`src/include/axi_mem_defines.svh`:
```
`ifndef AXI_MEM_DEFINES_SVH
`define AXI_MEM_DEFINES_SVH

// --------------------
// AXI port widths
// --------------------
`define AXI_ADDR_WIDTH 10
`define AXI_DATA_WIDTH 32
`define AXI_STRB_WIDTH 4
`define AXI_ID_WIDTH   4

// --------------------
// RAM geometry
// --------------------
// 256 words of 32 bits
`define MEM_ADDR_WIDTH 8
// Byte offset bits within a word
`define MEM_LSB        2

`endif

```
`src/source/mem_port_pkg.sv`:
```
package mem_port_pkg;

  // Operation on the single RAM port
  typedef enum logic {
    MEM_OP_READ  = 1'b0,
    MEM_OP_WRITE = 1'b1
  } mem_op_t;

  // Arbiter FSM
  typedef enum logic [1:0] {
    ARB_IDLE,
    ARB_ACCESS,
    ARB_ACK
  } arb_state_t;

endpackage

```
`src/source/mem_port_arbiter.sv`:
```
`timescale 1ns/1ps
`include "axi_mem_defines.svh"

module mem_port_arbiter (
  input  logic                       clk,
  input  logic                       rst_n,
  // Write engine port
  input  logic                       i_wr_req,
  input  logic [`AXI_ADDR_WIDTH-1:0] i_wr_addr,
  input  logic [`AXI_DATA_WIDTH-1:0] i_wr_data,
  input  logic [`AXI_STRB_WIDTH-1:0] i_wr_be,
  output logic                       o_wr_ack,
  // Read engine port
  input  logic                       i_rd_req,
  input  logic [`AXI_ADDR_WIDTH-1:0] i_rd_addr,
  output logic                       o_rd_ack,
  output logic [`AXI_DATA_WIDTH-1:0] o_rd_data,
  // RAM port
  output logic                       o_mem_en,
  output mem_port_pkg::mem_op_t      o_mem_op,
  output logic [`MEM_ADDR_WIDTH-1:0] o_mem_addr,
  output logic [`AXI_DATA_WIDTH-1:0] o_mem_wdata,
  output logic [`AXI_STRB_WIDTH-1:0] o_mem_be,
  input  logic [`AXI_DATA_WIDTH-1:0] i_mem_rdata
);
  import mem_port_pkg::*;

  arb_state_t state;
  logic       last_wr;
  logic       pick_wr;
  logic       grant_wr;
  logic       granted_req;

  // Round robin: on a tie, the side not served last wins
  assign pick_wr     = i_wr_req && (!i_rd_req || !last_wr);
  assign grant_wr    = (o_mem_op == MEM_OP_WRITE);
  assign granted_req = grant_wr ? i_wr_req : i_rd_req;
  assign o_mem_en    = (state == ARB_ACCESS);

  // --------------------
  // FSM and acks
  // --------------------
  always_ff @(posedge clk) begin
    if (!rst_n) begin
      state    <= ARB_IDLE;
      last_wr  <= 1'b0;
      o_wr_ack <= 1'b0;
      o_rd_ack <= 1'b0;
    end else begin
      case (state)
        ARB_IDLE: begin
          if (i_wr_req || i_rd_req) begin
            last_wr <= pick_wr;
            state   <= ARB_ACCESS;
          end
        end
        ARB_ACCESS: state <= ARB_ACK;
        ARB_ACK: begin
          // First cycle raises ack, then wait for req to drop
          if (!o_wr_ack && !o_rd_ack) begin
            o_wr_ack <= grant_wr;
            o_rd_ack <= !grant_wr;
          end else if (!granted_req) begin
            o_wr_ack <= 1'b0;
            o_rd_ack <= 1'b0;
            state    <= ARB_IDLE;
          end
        end
        default: state <= ARB_IDLE;
      endcase
    end
  end

  // --------------------
  // RAM command and read data
  // --------------------
  always_ff @(posedge clk) begin
    if (state == ARB_IDLE && (i_wr_req || i_rd_req)) begin
      o_mem_op    <= pick_wr ? MEM_OP_WRITE : MEM_OP_READ;
      o_mem_addr  <= pick_wr ? i_wr_addr[`AXI_ADDR_WIDTH-1:`MEM_LSB]
                             : i_rd_addr[`AXI_ADDR_WIDTH-1:`MEM_LSB];
      o_mem_wdata <= i_wr_data;
      o_mem_be    <= pick_wr ? i_wr_be : '0;
    end
    if (state == ARB_ACK && !o_rd_ack && !grant_wr) o_rd_data <= i_mem_rdata;
  end

  a_one_ack: assert property (@(posedge clk) disable iff (!rst_n)
    !(o_wr_ack && o_rd_ack))
    else $error("write and read ack high together");

  a_en_pulse: assert property (@(posedge clk) disable iff (!rst_n)
    o_mem_en |=> !o_mem_en)
    else $error("RAM enable held past one cycle");

endmodule

```
`config.mk`:
```
export PLATFORM = sky130hd
export DESIGN_NAME = mem_port_arbiter
export DESIGN_NICKNAME = d
export VERILOG_FILES = /design/src/source/mem_port_pkg.sv /design/src/source/mem_port_arbiter.sv
export VERILOG_INCLUDE_DIRS = /design/src /design/src/include
export SDC_FILE = /design/constraint.sdc
export NUM_CORES = 1
export LEC_CHECK = 0
export BUFFER_PORTS_ARGS = -buffer_cell sky130_fd_sc_hd__buf_2
export CAP_MARGIN = 25
export CORE_ASPECT_RATIO = 2
export CORE_UTILIZATION = 38
export CTS_CLUSTER_DIAMETER = 30
export DETAILED_ROUTE_END_ITERATION = 8
export PLACE_DENSITY_LB_ADDON = 0.25
export SYNTH_ARGS = -nofsm -noshare
export SYNTH_HDL_FRONTEND = slang
export SYNTH_SLANG_ARGS = --single-unit
```
`constraint.sdc`:
```
create_clock -name clk -period 3.6 [get_ports clk]
set_input_delay 0.18 -clock clk [delete_from_list [all_inputs] [get_ports clk]]
set_output_delay 0.18 -clock clk [all_outputs]
set_load 0.02 [all_outputs]
```
# After elaboration in Yosys (flattened, before gate mapping)
# Cells that the tools add are included.
[classes]
reduce_logical = 16
n_mux = 10
n_eq_ne = 6
[op_table]
columns = ["op", "count"]
rows = [
  ["two-way mux 8 bit", 1],
  ["two-way mux 2 bit", 3],
  ["case mux 2 bit (3 select lines)", 1],
  ["logical AND 1 bit", 5],
  ["zero test 1 bit", 5],
  ["two-way mux 1 bit", 5],
  ["!= test 2 x 1 -> 1 bit (second input constant)", 2],
  ["!= test 2 bit (second input constant)", 2],
  ["AND reduction 2 bit", 2],
  ["AND reduction 3 bit", 1],
  ["== test 2 x 1 -> 1 bit (second input constant)", 1],
  ["== test 2 bit (second input constant)", 1],
  ["zero test 2 bit", 1],
  ["logical OR 1 bit", 2],
]
[word_totals]
inputBits = 92
wordCells = 41
out_inout_bits = 80
ff_bits = 82

# Logic depth before layout (Yosys ltp)
[depth]
ltp_word = 4
depth_mapped = 3

# Worst setup path after synthesis
# Ideal clock, no wire load.
[synth_path]
kind = "register to register"
from = "register state[0]"
to = "register o_mem_addr[0] (enable)"
slack_ps = -372
t_arrival_ps = 3468
path_buffers = 0
required_ps = 3097
stages_incl_launch_ff = 2
cell_sequence = "dfxtp_1 > nor3_1"
[synth_via]
elab_chain_cells = 2
[synth_lines]
columns = ["element", "line", "source"]
rows = [
  ["from (decl)", "mem_port_arbiter.sv:28", "arb_state_t state;"],
  ["from (signal assigned)", "mem_port_arbiter.sv:45", "state <= ARB_IDLE;"],
  ["from (signal assigned)", "mem_port_arbiter.sv:54", "state <= ARB_ACCESS;"],
  ["from (signal assigned)", "mem_port_arbiter.sv:57", "ARB_ACCESS: state <= ARB_ACK;"],
  ["zero test 2 bit", "mem_port_arbiter.sv:78", "if (state == ARB_IDLE && (i_wr_req || i_rd_req)) begin"],
  ["logical AND 1 bit", "mem_port_arbiter.sv:78", ""],
  ["to (signal assigned)", "mem_port_arbiter.sv:80", "o_mem_addr <= pick_wr ? i_wr_addr[`AXI_ADDR_WIDTH-1:`MEM_LSB]"],
  ["to (decl)", "mem_port_arbiter.sv:21", "output logic [`MEM_ADDR_WIDTH-1:0] o_mem_addr,"],
]
# No other way between the ends.
# A chain may end at the register's enable or synchronous reset.

# Worst setup path in the final report
[layout_path]
from = "register state[1]"
to = "register o_mem_wdata[12] (enable)"
[layout_via]
elab_chain_cells = 2
[layout_lines]
columns = ["element", "line", "source"]
rows = [
  ["zero test 2 bit", "mem_port_arbiter.sv:78", ""],
  ["logical AND 1 bit", "mem_port_arbiter.sv:78", ""],
  ["to (signal assigned)", "mem_port_arbiter.sv:82", "o_mem_wdata <= i_wr_data;"],
  ["to (decl)", "mem_port_arbiter.sv:22", "output logic [`AXI_DATA_WIDTH-1:0] o_mem_wdata,"],
]
# No other way between the ends.

==> metrics.cfg <==
[yosys]
yosysWarnings = 0
avgSynthCellArea_um2 = 22.9
syn_inst = 118
ys_ff_latch = 82
yosysUniqueCellTypes = 22
syn_nets = 210
ys_seq_area_share_pct = 89.4
netlist_area_mm2 = 0.00270

[timing]
rsz0062_at_grt = no
setup_tns_ps = 0
fin_crit_ps = 1800
slew_headroom_pct = 57.7
finClkSkew_ps = 6.86
setup_violations = 0
hold_viol_final = 0
fmax_mhz = 556
finalCritPeriodShare_pct = 50.0
layout_setup_ws_ps = 1800
drv_slew = 0
tightest_slew_ps = 633

[job]
maxCapViolCount = 0

[critical_path]
worstPathCellList = nor3_4 -> buf_4
crit_cells = 2
cp_top_family = simple AND/OR/NAND/NOR gates
r2r_cells = 2
path_class = reg -> reg
crit_end = o_mem_wdata[12]
arrival_ps = 1780
cp-startpoint = state[1]
crit_fanout = 32
reg2reg_slack_ps = 1800
crit_buf_inv = 1
worst_ep_required_time_ps = 3580
reg2reg_to = o_mem_wdata[12]
crit_path_end_kind = flip-flop
slowest_delay_ps = 580
cp-start-kind = flip-flop
critPathSlowestCell = nor3_4
worstReg2RegStart = state[1]

[global_routing]
grt_max_degree = 33
antenna_found_initial = 0
grt_usage_pct = 14.6
grt-ovfl-total = 0
grt_pass1_vias = 1714
grt_pass1_wl_mm = 7.67

[clocking]
cts.path.max_buffers = 2
htreeDepth = 3
numCtsBuffers = 9
cts_tree = done
post_cts_buffers = 0
cts_sinks = 82
ctsHoldBuffers = 0
cts-root-buf = clkbuf_16
clock_latency_ps = 320
clkSlewWorstSetupHoldPaths_ps = 60
cts_resized = 0

[die]
die_y_um = 121
rows = 43
dieArea_mm2 = 0.00746
ios = 172
initial_core_util_pct = 39.2
placeableCoreArea_mm2 = 0.00689
die_w_um = 61.6

[final_layout]
insertedDiodeCount = 0
drive_gt1_share_pct = 64.8
fillCellCount = 606
syn_to_final_growth_pct = 48.1
final_cells = 391
final_cell_mix = buf_2, edfxtp_1, clkbuf_16
layout_commonest_cell = buf_2
fin_area_mm2 = 0.00400
final_nets = 389

[power]
power_density_mw_per_mm2 = 615
power_leakage_uw = 0.00171
fin_total_pwr_uw = 2460
irDropWorstVdd_mv = 0.417

[detailed_routing]
drt_iter0_markers = 64
vias_per_cell = 4.37
wl_per_cell_um = 13.1
routed_wl_mm = 5.14
ant_nets = 0
drt_first_pass_iters = 7
drcViolationCount = 0
via_count = 1707

[placed_design]
post_dp_cell_area_mm2 = 0.00366
pre_cts_ws_ps = 1760
dp_cells = 376
portBuffers = 167
hpwlAfterDp_mm = 4.07
gp_congestion = 0.739

[outcome]
outcome = finished clean

[hold_path]
worstHoldPathType = in -> reg

## cells by family (layout without fill, tap and decap cells)
kind of cell,count (synthesis),after routing,synth area share [%]
AND/OR/NAND/NOR,18,18,3.94
multiplexers,9,9,3.90
buffers and inverters,2,185,0.556
flip-flops,82,82,89.4
AO/OA/AOI/OAI,7,7,2.18
## cell usage after synthesis
| master | n | area (um^2) |
|---|---|---|
| edfxtp_1 | 77 | 2310 |
| mux2_2 | 8 | 90.1 |
| dfxtp_1 | 5 | 100 |
| and2_1 | 4 | 25.0 |
| nor2_1 | 4 | 15.0 |
| nand2_1 | 2 | 7.51 |
| nor2b_1 | 2 | 12.5 |
| o21a_1 | 2 | 15.0 |
| a21boi_4 | 1 | 18.8 |
| a21oi_1 | 1 | 5.00 |
| a311oi_1 | 1 | 8.76 |
| buf_6 | 1 | 11.3 |
| inv_1 | 1 | 3.75 |
| mux2_4 | 1 | 15.0 |
| nand2b_1 | 1 | 6.26 |
| nand3b_1 | 1 | 7.51 |
| nand4b_1 | 1 | 8.76 |
| nor3_1 | 1 | 5.00 |
| nor3b_2 | 1 | 12.5 |
| nor4_1 | 1 | 6.26 |
| o21ai_1 | 1 | 5.00 |
| o22ai_1 | 1 | 6.26 |
## worst min-delay path by stage
stage	from	to	slack (ps)	cells past startpoint
4_1_cts	i_wr_data[24]	o_mem_wdata[24]	20	1
5_1_grt	i_mem_rdata[20]	o_rd_data[20]	10	1
3_5_place_dp	i_wr_data[11]	o_mem_wdata[11]	360	1
3_3_place_gp	i_wr_data[12]	o_mem_wdata[12]	360	1
2_1_floorplan	i_wr_data[0]	o_mem_wdata[0]	280	0
6_report	i_mem_rdata[10]	o_rd_data[10]	30	1
## cell type report
class,instances,area [um^2],share of cell area [%]
flip-flops and latches,82,2410,60.4
repair buffers,169,851,21.3
multi-input cells,34,284,7.11
clock buffers,10,229,5.73
well taps,90,113,2.82
clock inverters,5,103,2.57
inverters,1,3.75,0.0940
## through the flow
step,hold WS [ps],util [%]
2_1_floorplan,279,-
3_3_place_gp,357,53.2
3_5_place_dp,358,53.2
4_1_cts,15.0,58.0
5_1_grt,14.7,58.0
6_report,30.2,58.0
## layer usage
metal / vias up / global-route usage (%) / share of wire, % / routed length, um
met2: 132 / 24.3 / 51 / 2630
li1: 817 / - / - / -
met4: 0 / 8.89 / 2.3 / 116
met3: 10 / 7.36 / 14 / 738
met1: 748 / 13.4 / 32 / 1650
met5: - / 0 / 0 / 0
## power breakdown
| group | internal, uW | switching (uW) | total, uW |
|---|---|---|---|
| Clock | 673 | 327 | 1000 |
| Sequential | 1140 | 24.4 | 1170 |
| Combinational | 105 | 182 | 287 |
## state kept, by name, summed over array words and instances (netlist names)
signal,flops
o_mem_wdata,32
o_rd_data,32
o_mem_addr,8
o_mem_be,4
state,2
last_wr,1
o_mem_op,1
o_rd_ack,1
o_wr_ack,1
Note: power is estimated with default switching activity, not from simulation.
