$ cat src/include/axi_mem_defines.svh
`ifndef AXI_MEM_DEFINES_SVH
`define AXI_MEM_DEFINES_SVH

// --------------------
// AXI port widths
// --------------------
`define AXI_ADDR_WIDTH 10
`define AXI_DATA_WIDTH 32
`define AXI_STRB_WIDTH 4
`define AXI_ID_WIDTH   4

// --------------------
// RAM geometry
// --------------------
// 256 words of 32 bits
`define MEM_ADDR_WIDTH 8
// Byte offset bits within a word
`define MEM_LSB        2

`endif

$ cat src/source/axi_mem_pkg.sv
package axi_mem_pkg;

  // AXI burst kinds, encoded as on the bus
  typedef enum logic [1:0] {
    BURST_FIXED = 2'b00,
    BURST_INCR  = 2'b01,
    BURST_WRAP  = 2'b10
  } burst_t;

  // Response codes
  typedef enum logic [1:0] {
    RESP_OKAY   = 2'b00,
    RESP_SLVERR = 2'b10
  } resp_t;

  // Write engine FSM
  typedef enum logic [1:0] {
    WR_IDLE,
    WR_BEAT,
    WR_WAIT_ACK,
    WR_RESP
  } wr_state_t;

  // Read engine FSM
  typedef enum logic [1:0] {
    RD_IDLE,
    RD_REQ,
    RD_WAIT_ACK,
    RD_OUT
  } rd_state_t;

endpackage

$ cat src/source/axi_read_engine.sv
`timescale 1ns/1ps
`include "axi_mem_defines.svh"

module axi_read_engine (
  input  logic                       clk,
  input  logic                       rst_n,
  // AR channel
  input  logic                       i_axi_arvalid,
  input  logic [`AXI_ID_WIDTH-1:0]   i_axi_arid,
  input  logic [`AXI_ADDR_WIDTH-1:0] i_axi_araddr,
  input  logic [7:0]                 i_axi_arlen,
  input  logic [2:0]                 i_axi_arsize,
  input  axi_mem_pkg::burst_t        i_axi_arburst,
  output logic                       o_axi_arready,
  // R channel
  output logic                       o_axi_rvalid,
  output logic [`AXI_ID_WIDTH-1:0]   o_axi_rid,
  output logic [`AXI_DATA_WIDTH-1:0] o_axi_rdata,
  output axi_mem_pkg::resp_t         o_axi_rresp,
  output logic                       o_axi_rlast,
  input  logic                       i_axi_rready,
  // Request port to the arbiter
  output logic                       o_rd_req,
  output logic [`AXI_ADDR_WIDTH-1:0] o_rd_addr,
  input  logic                       i_rd_ack,
  input  logic [`AXI_DATA_WIDTH-1:0] i_rd_data
);
  import axi_mem_pkg::*;

  rd_state_t                  state;
  logic [`AXI_ID_WIDTH-1:0]   id_q;
  logic [`AXI_ADDR_WIDTH-1:0] addr_q;
  logic [`AXI_ADDR_WIDTH-1:0] addr_step;
  logic [2:0]                 size_q;
  burst_t                     burst_q;
  logic [7:0]                 beat_cnt;
  logic                       ar_hs;
  logic                       r_hs;

  assign o_axi_arready = (state == RD_IDLE);
  assign o_axi_rvalid  = (state == RD_OUT);
  assign o_axi_rid     = id_q;
  assign o_axi_rresp   = RESP_OKAY;
  // Count reaches zero on the final beat
  assign o_axi_rlast   = (beat_cnt == 8'd0);
  assign o_rd_addr     = addr_q;

  assign ar_hs     = i_axi_arvalid && o_axi_arready;
  assign r_hs      = o_axi_rvalid && i_axi_rready;
  assign addr_step = `AXI_ADDR_WIDTH'(1) << size_q;

  // --------------------
  // FSM
  // --------------------
  always_ff @(posedge clk) begin
    if (!rst_n) begin
      state    <= RD_IDLE;
      o_rd_req <= 1'b0;
    end else begin
      case (state)
        RD_IDLE: begin
          if (ar_hs) state <= RD_REQ;
        end
        // Hold off until the previous ack has fallen
        RD_REQ: begin
          if (!i_rd_ack) begin
            o_rd_req <= 1'b1;
            state    <= RD_WAIT_ACK;
          end
        end
        RD_WAIT_ACK: begin
          if (i_rd_ack) begin
            o_rd_req <= 1'b0;
            state    <= RD_OUT;
          end
        end
        RD_OUT: begin
          if (i_axi_rready) state <= o_axi_rlast ? RD_IDLE : RD_REQ;
        end
        default: state <= RD_IDLE;
      endcase
    end
  end

  // --------------------
  // Burst context and read data
  // --------------------
  always_ff @(posedge clk) begin
    if (ar_hs) begin
      id_q     <= i_axi_arid;
      addr_q   <= i_axi_araddr;
      size_q   <= i_axi_arsize;
      burst_q  <= i_axi_arburst;
      beat_cnt <= i_axi_arlen;
    end
    if (state == RD_WAIT_ACK && i_rd_ack) o_axi_rdata <= i_rd_data;
    if (r_hs && !o_axi_rlast) begin
      beat_cnt <= beat_cnt - 8'd1;
      if (burst_q != BURST_FIXED) addr_q <= addr_q + addr_step;
    end
  end

  // Beat stays put under back-pressure
  a_rvalid_hold: assert property (@(posedge clk) disable iff (!rst_n)
    (o_axi_rvalid && !i_axi_rready) |=> (o_axi_rvalid && $stable(o_axi_rdata)))
    else $error("R beat dropped or changed before rready");

  a_no_wrap: assert property (@(posedge clk) disable iff (!rst_n)
    ar_hs |-> (i_axi_arburst != BURST_WRAP))
    else $error("WRAP burst on AR, handled as INCR");

endmodule

$ cat config.mk
export PLATFORM = sky130hd
export DESIGN_NAME = axi_read_engine
export DESIGN_NICKNAME = d
export VERILOG_FILES = /design/src/source/axi_mem_pkg.sv /design/src/source/axi_read_engine.sv
export VERILOG_INCLUDE_DIRS = /design/src /design/src/include
export SDC_FILE = /design/constraint.sdc
export NUM_CORES = 1
export LEC_CHECK = 0
export BUFFER_PORTS_ARGS = -buffer_cell sky130_fd_sc_hd__buf_2
export CORE_ASPECT_RATIO = 0.6
export CORE_MARGIN = 1.5
export CORE_UTILIZATION = 40
export CTS_BUF_LIST = sky130_fd_sc_hd__clkbuf_4
export CTS_CLUSTER_SIZE = 8
export DETAILED_ROUTE_END_ITERATION = 7
export GPL_TIMING_DRIVEN = 0
export PLACE_DENSITY_LB_ADDON = 0.25
export SETUP_SLACK_MARGIN = 0.1
export SYNTH_ARGS = -nofsm -noshare
export SYNTH_HDL_FRONTEND = slang
export SYNTH_SLANG_ARGS = --single-unit
$ cat constraint.sdc
create_clock -name clk -period 2.1 [get_ports clk]
set_input_delay 0.21 -clock clk [delete_from_list [all_inputs] [get_ports clk]]
set_output_delay 0.21 -clock clk [all_outputs]
set_load 0.005 [all_outputs]
Word-level counts from Yosys, hierarchy flattened
Index checks and enable logic that the tools add are counted.

storage, ports and cells
  bits in registers = 62
  input port bits = 64
  output and inout port bits = 52
  word-level logic and storage cells = 44

cells by class
  add/subtract/negate cells = 2
  equality and inequality tests = 7
  shift-type cells = 1
  muxes and demuxes = 14
  reductions and logical operators = 12

operators by type and width
  cell                                              count
  2-to-1 mux 10 bit                                 3
  2-to-1 mux 8 bit                                  2
  adder 10 bit                                      1
  left shift 1 x 3 -> 10 bit, first input constant  1
  logical NOT 8 bit                                 1
  2-to-1 mux 2 bit                                  4
  case mux 2 bit (4 select lines)                   1
  subtractor 8 x 1 -> 8 bit, second input constant  1
  nonzero test 2 bit                                3
  == test 2 bit, second input constant              2
  logical AND 1 bit                                 4
  != test 2 x 1 -> 1 bit, second input constant     2
  != test 2 bit, second input constant              2
  AND reduction 4 bit                               1
  2-to-1 mux 1 bit                                  3
  AND reduction 3 bit                               1
  == test 2 x 1 -> 1 bit, second input constant     1
  logical NOT 2 bit                                 1
  case mux 1 bit (2 select lines)                   1
  logical NOT 1 bit                                 1

Logic depth before layout (Yosys ltp)
  depth after elaboration = 5
  depth in mapped cells = 8
  gate-level depth less buffers = 8

Least setup slack after synthesis
No wires, ideal clock.

  path kind = reg-to-reg
  start point = register size_q[1]
  end point = register addr_q[8] (netlist: o_rd_addr[8])
  setup time = 0.130 ns
  data arrival time = 1.922 ns
  required time = 1.970 ns
  setup slack = 0.048 ns
  cell stages (with the launch flop) = 9
  path buffers = 0
  clock period less this slack = 2.052 ns
  path through = edfxtp_1 > nor3_1 > ha_1 > fa_1 > a21o_1 > a211oi_1 > a21oi_1 > a222oi_1 > o21ai_1

between the ends
  longest elaborated chain between the ends = 4

ends and longest elaborated chain
  element                               line                   RTL
  from (decl)                           axi_read_engine.sv:34  logic [2:0] size_q;
  from (signal assigned)                axi_read_engine.sv:92  size_q <= i_axi_arsize;
  left shift 1 x 3 -> 10 bit (no line)  --
  adder 10 bit                          axi_read_engine.sv:99  if (burst_q != BURST_FIXED) addr_q <= addr_q + addr_step;
  2-to-1 mux 10 bit                     axi_read_engine.sv:99
  2-to-1 mux 10 bit                     axi_read_engine.sv:97  if (r_hs && !o_axi_rlast) begin
  to (signal assigned)                  axi_read_engine.sv:91  addr_q <= i_axi_araddr;
  to (signal assigned)                  axi_read_engine.sv:99
  to (decl)                             axi_read_engine.sv:32  logic [`AXI_ADDR_WIDTH-1:0] addr_q;

No other way between the ends.
A chain may end at the register's enable or synchronous reset.

Final worst setup path
Same ends and word-level chain as after synthesis.

==> impl_metrics.env <==
export IMPL_route_detailed_drc=0
export IMPL_timing_fmax_mhz=452
export IMPL_slew_headroom_pct=54.4
export IMPL_dr_pass1_iters=4
export IMPL_wl_per_cell_um=15.1
export IMPL_cp_start_kind="flop"
export IMPL_clock_sinks=62
export IMPL_syn2layout_area_growth_pct=54.6
export IMPL_antenna_found_initial=0
export IMPL_rsz0062_at_grt="yes"
export IMPL_insertion_delay_ns=0.40
export IMPL_synth_seq_cells=62
export IMPL_netlist_area_um2=2790
export IMPL_fin_nets=482
export IMPL_violations="setup timing"
export IMPL_fin_setup_tns_ns=-0.263
export IMPL_finalSetupViolCount=3
export IMPL_arrival_ns=2.50
export IMPL_status="finished with violations"
export IMPL_grt_pass1_vias=2206
export IMPL_drv_slew=0
export IMPL_initial_core_util_pct=41.6
export IMPL_die_w_um=111
export IMPL_peakVddDrop_mv=0.500
export IMPL_routed_via_density=4.82
export IMPL_detail_route_antenna_nets=0
export IMPL_clk_pin_slew_ns=0.11
export IMPL_fin_total_pwr_w=0.00458
export IMPL_portBuffers=113
export IMPL_drive_gt1_share_pct=42.9
export IMPL_crit_chain="buf_4 -> nor3_1 -> ha_2 -> fa_2 -> a21o_1 -> a211oi_2 -> a21oi_2 -> a222oi_1 -> o21ai_1"
export IMPL_globalplace_congestion=0.833
export IMPL_cp_end_kind="flop"
export IMPL_period_share_pct=105
export IMPL_rows=23
export IMPL_synth_cell_types=42
export IMPL_grt_usage_pct=19.7
export IMPL_setup_ws_ns=-0.112
export IMPL_cpPeakStageDelay_ns=0.41
export IMPL_core_area_um2=6710
export IMPL_route_vias_total=2384
export IMPL_clockBufferDepth=2
export IMPL_final_setup_skew_ns=0.0106
export IMPL_min_period_ns=2.21
export IMPL_netlist_instances=218
export IMPL_cp_slowest_cell="fa_2"
export IMPL_path_class="flop to flop"
export IMPL_ys_seq_area_share_pct=62.1
export IMPL_cp_max_fo=3
export IMPL_drt_initial_drc_count=99
export IMPL_drv_cap=0
export IMPL_wl_um=7490
export IMPL_synth_area_per_cell_um2=12.8
export IMPL_grt_overflow_total=0
export IMPL_place_detailed_hpwl_um=4680
export IMPL_tightestPinTransition_ns=0.684
export IMPL_grt_max_degree=33
export IMPL_power_density_nw_per_um2=1060
export IMPL_worstPathRequired_ns=2.38
export IMPL_h_tree_depth=3
export IMPL_fp_dieH_um=67.7
export IMPL_cts_buffers=9
export IMPL_p_leak_nw=1.91
export IMPL_dieArea_um2=7500
export IMPL_cts_tree="built"
export IMPL_cts_root_buf="clkbuf_4"
export IMPL_yosys_warnings=0
export IMPL_final_fill_count=539
export IMPL_hold_viol=0
export IMPL_grt_pass1_wl_um=11200
export IMPL_io_pins=116
export IMPL_diodes=0
export IMPL_min_path_type="primary input to flop"
## cell families (layout without fill, tap and decap cells)
logic type | count (synthesis) | count (layout) | share of synthesized area, %
buf+inv | 14 | 203 | 2.38
simple gates | 57 | 57 | 10.7
compound gates | 46 | 46 | 9.96
flops | 62 | 62 | 62.1
mux | 12 | 12 | 4.35
xor+xnor | 11 | 11 | 3.45
other cells | 1 | 2 | 0.134
fa+ha+maj | 15 | 15 | 7.00
## per-stage QoR
stage	hold WS, ns	util [%]	area, um2	worst slack [ns]	instances
after floorplan	0.309	-	2800	0.0787	219
after global placement	0.387	51.8	3480	-0.193	419
after detailed placement	0.389	51.8	3480	-0.200	419
after CTS	0.0400	62.1	4160	-0.0535	486
after global routing	0.0438	64.3	4310	-0.229	495
final	0.0704	64.3	4310	-0.112	495
## placed cells by master, fill, tap and decap left out, types with 3 or more instances in the layout
master         count
buf_2            113
edfxtp_1          49
dlygate4sd3_1     42
nand2_1           21
buf_4             19
o21ai_1           15
dfxtp_1           13
clkbuf_4          11
mux2i_1           11
ha_1              11
inv_1              8
nor2_1             8
a21oi_1            8
xor2_1             6
xnor2_1            5
nor3_1             4
o21ai_0            4
and3b_1            3
and3_1             3
and2_1             3
a21oi_2            3
clkinv_2           3
buf_6              3
## repair_timing
item | CTS | global route
setup endpoints to repair | 46 | 26
gates resized for setup | 14 | 14
pin swaps | 9 | 16
hold endpoints to repair | 42 | 0
hold buffers | 42 | 0
setup buffers | 9 | 9
## worst max-delay path: cells and delay by family (launching register included)
kind / cells / cell delay [ns]
flip-flops: 1 / 0.37
buffers and inverters: 1 / 0.11
AND/OR/NAND/NOR: 1 / 0.05
adder cells (fa/ha/maj): 2 / 0.63
AO/OA/AOI/OAI: 5 / 0.92
## sequential cells by signal (all words and copies together), names as in the netlist
register     cells
beat_cnt         8
burst_q          2
o_axi_rdata     32
o_axi_rid        4
o_rd_addr       10
o_rd_req         1
size_q           3
state            2
## cell type report
class	instances	area [um2]	share of cell area, %
tap	87	109	2.52
timing repair buffer	173	1130	26.3
multi-input combinational	143	1130	26.2
inverter	8	30.0	0.696
clock inverter	6	61.3	1.42
sequential	62	1730	40.2
clock buffer	10	75.1	1.74
buffer	6	42.5	0.986
## power by group
| group | internal (W) | switching, W |
|---|---|---|
| Clock | 0.000375 | 0.000457 |
| Combinational | 0.000924 | 0.000930 |
| Sequential | 0.00168 | 0.000217 |
## synthesized netlist by cell type (all sizes together)
cell type	count	area share, %
and2	4	0.90
xor2	6	1.9
or3	1	0.22
a211oi	4	1.3
dfxtp	13	9.3
buf	5	1.2
o221ai	1	0.31
a21o	2	0.54
nor4	1	0.22
a2111oi	1	0.36
o22ai	1	0.22
a222oi	1	0.36
nor2	8	1.1
a21oi	11	2.0
nand3	1	0.18
clkbuf	1	0.13
inv	8	1.1
or2	1	0.22
xnor2	5	1.6
o32ai	1	0.31
and3	3	0.67
nor2b	2	0.45
edfxtp	49	53
o21bai	1	0.27
conb	1	0.13
and3b	3	0.94
mux2i	11	3.9
fa	1	0.72
nor4b	1	0.54
nor3	6	1.3
nor3b	3	0.81
o21ai	20	3.6
ha	14	6.3
o211ai	2	0.54
a31oi	1	0.22
mux2	1	0.40
nand2	23	3.2
## metal layers
metal / vias up / part of all wire (%) / track usage (%)
li1: 1176 / - / -
met1: 1117 / 46 / 26.2
met2: 87 / 47 / 31.0
met3: 4 / 6.7 / 6.46
met4: 0 / 0.48 / 6.09
met5: - / 0 / 0
## final timing paths
kind         depth (start not counted)  slack [ns]             from            to
min                                  3        0.07  i_axi_araddr[6]  o_rd_addr[6]
max                                  9       -0.11        size_q[1]  o_rd_addr[8]
max reg2reg                          9       -0.11        size_q[1]  o_rd_addr[8]
min reg2reg                          2        0.52     o_rd_addr[8]  o_rd_addr[8]
(Power assumes the default switching activity.)
