<file path="src/include/axi_mem_defines.svh">
`ifndef AXI_MEM_DEFINES_SVH
`define AXI_MEM_DEFINES_SVH

// --------------------
// AXI port widths
// --------------------
`define AXI_ADDR_WIDTH 10
`define AXI_DATA_WIDTH 32
`define AXI_STRB_WIDTH 4
`define AXI_ID_WIDTH   4

// --------------------
// RAM geometry
// --------------------
// 256 words of 32 bits
`define MEM_ADDR_WIDTH 8
// Byte offset bits within a word
`define MEM_LSB        2

`endif

</file>
<file path="src/source/axi_mem_pkg.sv">
package axi_mem_pkg;

  // AXI burst kinds, encoded as on the bus
  typedef enum logic [1:0] {
    BURST_FIXED = 2'b00,
    BURST_INCR  = 2'b01,
    BURST_WRAP  = 2'b10
  } burst_t;

  // Response codes
  typedef enum logic [1:0] {
    RESP_OKAY   = 2'b00,
    RESP_SLVERR = 2'b10
  } resp_t;

  // Write engine FSM
  typedef enum logic [1:0] {
    WR_IDLE,
    WR_BEAT,
    WR_WAIT_ACK,
    WR_RESP
  } wr_state_t;

  // Read engine FSM
  typedef enum logic [1:0] {
    RD_IDLE,
    RD_REQ,
    RD_WAIT_ACK,
    RD_OUT
  } rd_state_t;

endpackage

</file>
<file path="src/source/axi_write_engine.sv">
`timescale 1ns/1ps
`include "axi_mem_defines.svh"

module axi_write_engine (
  input  logic                       clk,
  input  logic                       rst_n,
  // AW channel
  input  logic                       i_axi_awvalid,
  input  logic [`AXI_ID_WIDTH-1:0]   i_axi_awid,
  input  logic [`AXI_ADDR_WIDTH-1:0] i_axi_awaddr,
  input  logic [7:0]                 i_axi_awlen,
  input  logic [2:0]                 i_axi_awsize,
  input  axi_mem_pkg::burst_t        i_axi_awburst,
  output logic                       o_axi_awready,
  // W channel
  input  logic                       i_axi_wvalid,
  input  logic [`AXI_DATA_WIDTH-1:0] i_axi_wdata,
  input  logic [`AXI_STRB_WIDTH-1:0] i_axi_wstrb,
  input  logic                       i_axi_wlast,
  output logic                       o_axi_wready,
  // B channel
  output logic                       o_axi_bvalid,
  output logic [`AXI_ID_WIDTH-1:0]   o_axi_bid,
  output axi_mem_pkg::resp_t         o_axi_bresp,
  input  logic                       i_axi_bready,
  // Request port to the arbiter
  output logic                       o_wr_req,
  output logic [`AXI_ADDR_WIDTH-1:0] o_wr_addr,
  output logic [`AXI_DATA_WIDTH-1:0] o_wr_data,
  output logic [`AXI_STRB_WIDTH-1:0] o_wr_be,
  input  logic                       i_wr_ack
);
  import axi_mem_pkg::*;

  wr_state_t                  state;
  logic [`AXI_ID_WIDTH-1:0]   id_q;
  logic [`AXI_ADDR_WIDTH-1:0] addr_q;
  logic [`AXI_ADDR_WIDTH-1:0] addr_step;
  logic [2:0]                 size_q;
  burst_t                     burst_q;
  logic [7:0]                 beat_cnt;
  logic                       aw_hs;
  logic                       w_hs;
  logic                       beat_done;

  // Wait for the previous ack to fall before taking the next beat
  assign o_axi_awready = (state == WR_IDLE);
  assign o_axi_wready  = (state == WR_BEAT) && !i_wr_ack;
  assign o_axi_bvalid  = (state == WR_RESP);
  assign o_axi_bid     = id_q;
  assign o_axi_bresp   = RESP_OKAY;
  assign o_wr_addr     = addr_q;

  assign aw_hs     = i_axi_awvalid && o_axi_awready;
  assign w_hs      = i_axi_wvalid && o_axi_wready;
  assign beat_done = (state == WR_WAIT_ACK) && i_wr_ack;
  assign addr_step = `AXI_ADDR_WIDTH'(1) << size_q;

  // --------------------
  // FSM
  // --------------------
  always_ff @(posedge clk) begin
    if (!rst_n) begin
      state    <= WR_IDLE;
      o_wr_req <= 1'b0;
    end else begin
      case (state)
        WR_IDLE: begin
          if (aw_hs) state <= WR_BEAT;
        end
        WR_BEAT: begin
          if (w_hs) begin
            o_wr_req <= 1'b1;
            state    <= WR_WAIT_ACK;
          end
        end
        WR_WAIT_ACK: begin
          if (i_wr_ack) begin
            o_wr_req <= 1'b0;
            state    <= (beat_cnt == 8'd0) ? WR_RESP : WR_BEAT;
          end
        end
        WR_RESP: begin
          if (i_axi_bready) state <= WR_IDLE;
        end
        default: state <= WR_IDLE;
      endcase
    end
  end

  // --------------------
  // Burst context and beat payload
  // --------------------
  always_ff @(posedge clk) begin
    if (aw_hs) begin
      id_q     <= i_axi_awid;
      addr_q   <= i_axi_awaddr;
      size_q   <= i_axi_awsize;
      burst_q  <= i_axi_awburst;
      beat_cnt <= i_axi_awlen;
    end
    if (w_hs) begin
      o_wr_data <= i_axi_wdata;
      o_wr_be   <= i_axi_wstrb;
    end
    // Step only after the RAM has taken the beat
    if (beat_done) begin
      beat_cnt <= beat_cnt - 8'd1;
      if (burst_q != BURST_FIXED) addr_q <= addr_q + addr_step;
    end
  end

  // Master must mark the beat the AW length promised
  a_wlast_on_len: assert property (@(posedge clk) disable iff (!rst_n)
    w_hs |-> (i_axi_wlast == (beat_cnt == 8'd0)))
    else $error("wlast does not match awlen");

  a_no_wrap: assert property (@(posedge clk) disable iff (!rst_n)
    aw_hs |-> (i_axi_awburst != BURST_WRAP))
    else $error("WRAP burst on AW, handled as INCR");

  a_req_after_ack: assert property (@(posedge clk) disable iff (!rst_n)
    $rose(o_wr_req) |-> !i_wr_ack)
    else $error("write req rose while ack high");

endmodule

</file>
<file path="config.mk">
export PLATFORM = sky130hd
export DESIGN_NAME = axi_write_engine
export DESIGN_NICKNAME = d
export VERILOG_FILES = /design/src/source/axi_mem_pkg.sv /design/src/source/axi_write_engine.sv
export VERILOG_INCLUDE_DIRS = /design/src /design/src/include
export SDC_FILE = /design/constraint.sdc
export NUM_CORES = 1
export LEC_CHECK = 0
export BUFFER_PORTS_ARGS = -buffer_cell sky130_fd_sc_hd__buf_4
export CAP_MARGIN = 20
export CELL_PAD_IN_SITES_DETAIL_PLACEMENT = 0
export CELL_PAD_IN_SITES_GLOBAL_PLACEMENT = 1
export CORE_MARGIN = 5
export CORE_UTILIZATION = 35
export CTS_BUF_LIST = sky130_fd_sc_hd__clkbuf_4 sky130_fd_sc_hd__clkbuf_8 sky130_fd_sc_hd__clkbuf_16
export CTS_CLUSTER_DIAMETER = 30
export DETAILED_ROUTE_END_ITERATION = 12
export PLACE_DENSITY = 0.79
export SLEW_MARGIN = 5
export SYNTH_ARGS = -nofsm -noshare
export SYNTH_HDL_FRONTEND = slang
export SYNTH_SLANG_ARGS = --single-unit
export TNS_END_PERCENT = 1
</file>
<file path="constraint.sdc">
create_clock -name clk -period 12.6 [get_ports clk]
set_input_delay 2.52 -clock clk [delete_from_list [all_inputs] [get_ports clk]]
set_output_delay 2.52 -clock clk [all_outputs]
set_load 0.02 [all_outputs]
</file>
# Word-level counts from Yosys, hierarchy flattened
# Index checks and enable logic that the tools add are counted.
# classes
addsub	2
n_mul	0
n_div	0
n_lt_le_gt_ge	0
eq_ne	7
shifts	1
muxes	14
n_bitwise	0
reduce_logical	12
# op_table
cell	count
10-bit two-way mux	3
8-bit two-way mux	2
10-bit adder	1
2-bit two-way mux	5
1-bit by 3-bit left shift with 10-bit output, first input constant	1
8-bit zero test	1
2-bit one-hot mux with 4 select lines	1
8-bit by 1-bit subtractor with 8-bit output, second input constant	1
2-bit nonzero test	3
2-bit == test, second input constant	2
1-bit logical AND	4
2-bit by 1-bit inequality test with 1-bit output, second input constant	2
2-bit inequality test, second input constant	2
4-bit AND reduction	1
3-bit AND reduction	1
2-bit by 1-bit == test with 1-bit output, second input constant	1
2-bit zero test	1
1-bit two-way mux	2
1-bit one-hot mux with 2 select lines	1
1-bit zero test	1
# totals
reg_bits	66
latch_bits	0
ram_bits	0
rom_bits	0
out_inout_bits	56
elab_cells	45
n_memories	0

# Longest topological paths before layout
# logic_depth
ltp_word	5
depth_mapped	8
depth_no_buf	8

# Worst setup path before layout
# No wires, ideal clock.
# synth_path
kind	input to register
from	input port i_wr_ack
to	register o_wr_be[0] (enable)
setup_ps	537
t_arrival_ps	6429
t_required_ps	12063
slack_ps	5633
cell_stages	1
path_buffers	0
cell_sequence	nor4b_1
# synth_between
elab_chain_cells	3
# synth_lines
item	line_no	rtl
start, declared	axi_write_engine.sv:31	input logic i_wr_ack
1-bit zero test	axi_write_engine.sv:48	assign o_axi_wready = (state == WR_BEAT) && !i_wr_ack;
1-bit logical AND	axi_write_engine.sv:48	
1-bit logical AND	axi_write_engine.sv:55	assign w_hs = i_axi_wvalid && o_axi_wready;
end signal, assigned	axi_write_engine.sv:104	o_wr_be <= i_axi_wstrb;
end, declared	axi_write_engine.sv:30	output logic [`AXI_STRB_WIDTH-1:0] o_wr_be,
# Every way passes these cells.
# A chain may end at the register's enable or synchronous reset.

# Final worst setup path
# layout_path
from	input port i_wr_ack
to	output port o_axi_wready
# layout_between
elab_chain_cells	2
# layout_lines
item	line_no	rtl
1-bit zero test	axi_write_engine.sv:48	
1-bit logical AND	axi_write_engine.sv:48	
end, declared	axi_write_engine.sv:20	output logic o_axi_wready,
# Every way passes these cells.

==> flow_summary.toml <==
[cells_and_area]
multiInputGateArea_sq_um = 922
fillers = 670
register_area_sq_um = 1850
num-nets-final = 423
drive_above_1_share = 0.428
syn_to_final_growth_pct = 45.0
antenna_cells = 0

[logic_synthesis]
synth_top_area_share = 0.562
synthAdderAreaFrac = 0.0468
async_flop_share = 0
ys_warn_count = 0
synth_edf_count = 53
yosysTopAreaCell = "edfxtp_1"
seq_area_frac_synth = 0.654
syn-mean-instance-area_sq_um = 13.1
synthMuxAreaShare = 0.0367
yosysUniqueCellTypes = 38
synth-compound-area-share = 0.0981
yosys-top-cells-area = "edfxtp_1 (56%), dfxtp_1 (9.2%), ha_1 (4.0%)"
synth_top_flop_cell = "edfxtp_1"
synth_seq_cells = 66
synth_top_family_by_area = "simple AND/OR/NAND/NOR gates"
yosys.area_share.xor_xnor = 0.0371
synthesis.area_sq_um = 2830
synthSimpleGateAreaFrac = 0.100
netlist_instances = 216

[flow_run]
max_cap_viol_count = 0

[drt]
highest_layer = "met4"
wl_met3_um = 743
drt_iter0_drc = 63
wirelength_um = 7140
drc = 0
first_pass_iters = 4
avgRoutedWirePerCell_um = 15.9
route.met2.wl_um = 3410
wl_met1_um = 2890
vias = 2131
via_per_inst = 4.74
postRouteAntennaNets = 0

[worst_setup_path]
cp.arrival_ns = 2.99
r2r_end = "o_wr_addr[9]$_DFF_P_"
rrSetupSlack_ns = 10.21
rr_worst_depth = 5
cp-end-kind = "primary output"
crit_path_max_fanout = 5
worstPathRequired_ns = 10.08
worstReg2RegStart = "state[1]$_SDFFE_PN0P_"
start_kind = "input port"
worstSetupPathType = "in2out"

[clock_tree]
clkSinkCount = 66
cts_buffers = 9
cts-root-buf = "clkbuf_8"
post-cts-setup-buffer-count = 0
cts_buffer_depth = 2
cts_hold_buf = 0
clkSlewWorstSetupHoldPaths_ns = 0.07
cts_resized = 0
htreeDepth = 3
clock_latency_ns = 0.34
cts_tree = "done"

[global_route]
grt_overflow = 0
track_usage = 0.142
grt_pass1_wl_um = 11000
antenna_found_initial = 0
grt_pass1_vias = 2176
grt_max_degree = 38

[power]
leakagePower_uw = 0.00174
combPwrFrac = 0.182
clkPwrFrac = 0.367
vdd_ir_drop_max_uv = 59.8
p_per_area_nw_per_um2 = 145
p_int_uw = 439
power.total_uw = 594
switchingPower_uw = 155
swShare = 0.260
seq_power_share = 0.451

[outcome]
outcome = "completed"

[sta]
fin_setup_tns_ns = 0
worstMarginPinSlew_ns = 0.714
fin_skew_ns = 0.00694
slew_violations = 0
fmax_ghz = 0.182
max_slew_margin = 0.522
hold_viol = 0
rsz0062_at_grt = "no"
finalSetupViolCount = 0
fin_crit_ns = 5.51
period_share = 0.437

[min_path]
holdPathEnd = "o_wr_req$_SDFFE_PN0P_"
hold_path_startpoint = "o_wr_req$_SDFFE_PN0P_"
hold_path.class = "reg2reg"
hold_depth = 2

[die]
row_count = 32
core_sq_um = 7810
die_area_sq_um = 9990
die_x_um = 100
die_h_um = 100
start_util = 0.363
pin_count = 126

[place]
gp_congestion = 0.782
hpwl_um = 5460
io_buffers = 122
worst max-delay path: stages:
cell	delay, ns
buf_4	0.13
nor3_1	0.16
buf_4	0.18
through the flow:
stage               area [sq um]  hold WS, ns  utilization  cells  setup WS [ns]
floorplan                   2840        0.579            -    217           5.63
global placement            3860        0.476        0.494    434           7.12
detailed placement          3860        0.487        0.494    434           7.11
CTS                         4110        0.506        0.526    450           7.11
global route                4110        0.588        0.526    450           7.09
finish                      4110        0.508        0.526    450           7.09
synthesized netlist by cell type (2+ instances only):
| cell type | count |
|---|---|
| edfxtp_1 | 53 |
| nand2_1 | 21 |
| o21ai_0 | 21 |
| dfxtp_1 | 13 |
| a21oi_1 | 10 |
| nor2_1 | 10 |
| ha_1 | 9 |
| inv_1 | 7 |
| mux2i_1 | 7 |
| xnor2_1 | 6 |
| xor2_1 | 6 |
| a211oi_1 | 4 |
| a31oi_1 | 4 |
| clkbuf_1 | 4 |
| nor3_1 | 4 |
| nor3b_1 | 4 |
| buf_4 | 3 |
| mux2_2 | 3 |
| nor4b_1 | 3 |
| o211ai_1 | 3 |
| a21o_1 | 2 |
| and2_1 | 2 |
| buf_2 | 2 |
power by group through the flow:
stage | combinational [uW] | clock (uW) | sequential, uW
floorplan | 50.2 | 0 | 283
global placement | 107 | 0 | 273
detailed placement | 109 | 0 | 273
CTS | 109 | 225 | 268
global route | 119 | 234 | 271
finish | 108 | 218 | 268
kinds of logic after synthesis:
group           Yosys count
compound gates           48
xor+xnor                 12
fa+ha+maj                10
buf+inv                  16
flops                    66
mux                      10
other cells               1
simple gates             53
cell type report:
class                      count  area share
tap                          102      0.0311
inverter                       7     0.00640
sequential                    66       0.451
multi-input combinational    135       0.224
clock buffer                   9      0.0302
clock inverter                 7      0.0305
timing repair buffer         124       0.227
cell usage in the layout (no fill, tap or decap), types with 3 or more instances in the layout:
cell type,count
buf_4,124
edfxtp_1,53
nand2_1,21
o21ai_0,21
dfxtp_1,13
nor2_1,10
a21oi_1,10
ha_1,9
clkbuf_8,9
inv_1,7
mux2i_1,7
xor2_1,6
xnor2_1,6
nor3_1,4
a211oi_1,4
a31oi_1,4
nor3b_1,3
mux2_2,3
o211ai_1,3
clkinv_4,3
bufinv_16,3
layer usage:
layer,vias to the layer above,GRT usage
met5,-,0
met4,0,0.0483
met3,10,0.0466
met2,114,0.242
met1,957,0.168
li1,1050,-
sequential cells by signal, indices dropped and copies added, names as in the netlist:
register and count:
size_q 3, o_wr_addr 10, beat_cnt 8, o_wr_data 32, burst_q 2, state 2, o_axi_bid 4, o_wr_req 1
o_wr_be 4
worst max path at each step:
| stage | slack [ns] | endpoint | cells past startpoint | startpoint |
|---|---|---|---|---|
| floorplan | 5.63 | o_wr_be[0]$_DFFE_PP_ | 1 | i_wr_ack |
| global placement | 7.12 | o_axi_wready | 3 | i_wr_ack |
| detailed placement | 7.11 | o_axi_wready | 3 | i_wr_ack |
| CTS | 7.11 | o_axi_wready | 3 | i_wr_ack |
| global route | 7.09 | o_axi_wready | 3 | i_wr_ack |
| finish | 7.09 | o_axi_wready | 3 | i_wr_ack |
Note: power is estimated with default switching activity, not from simulation.
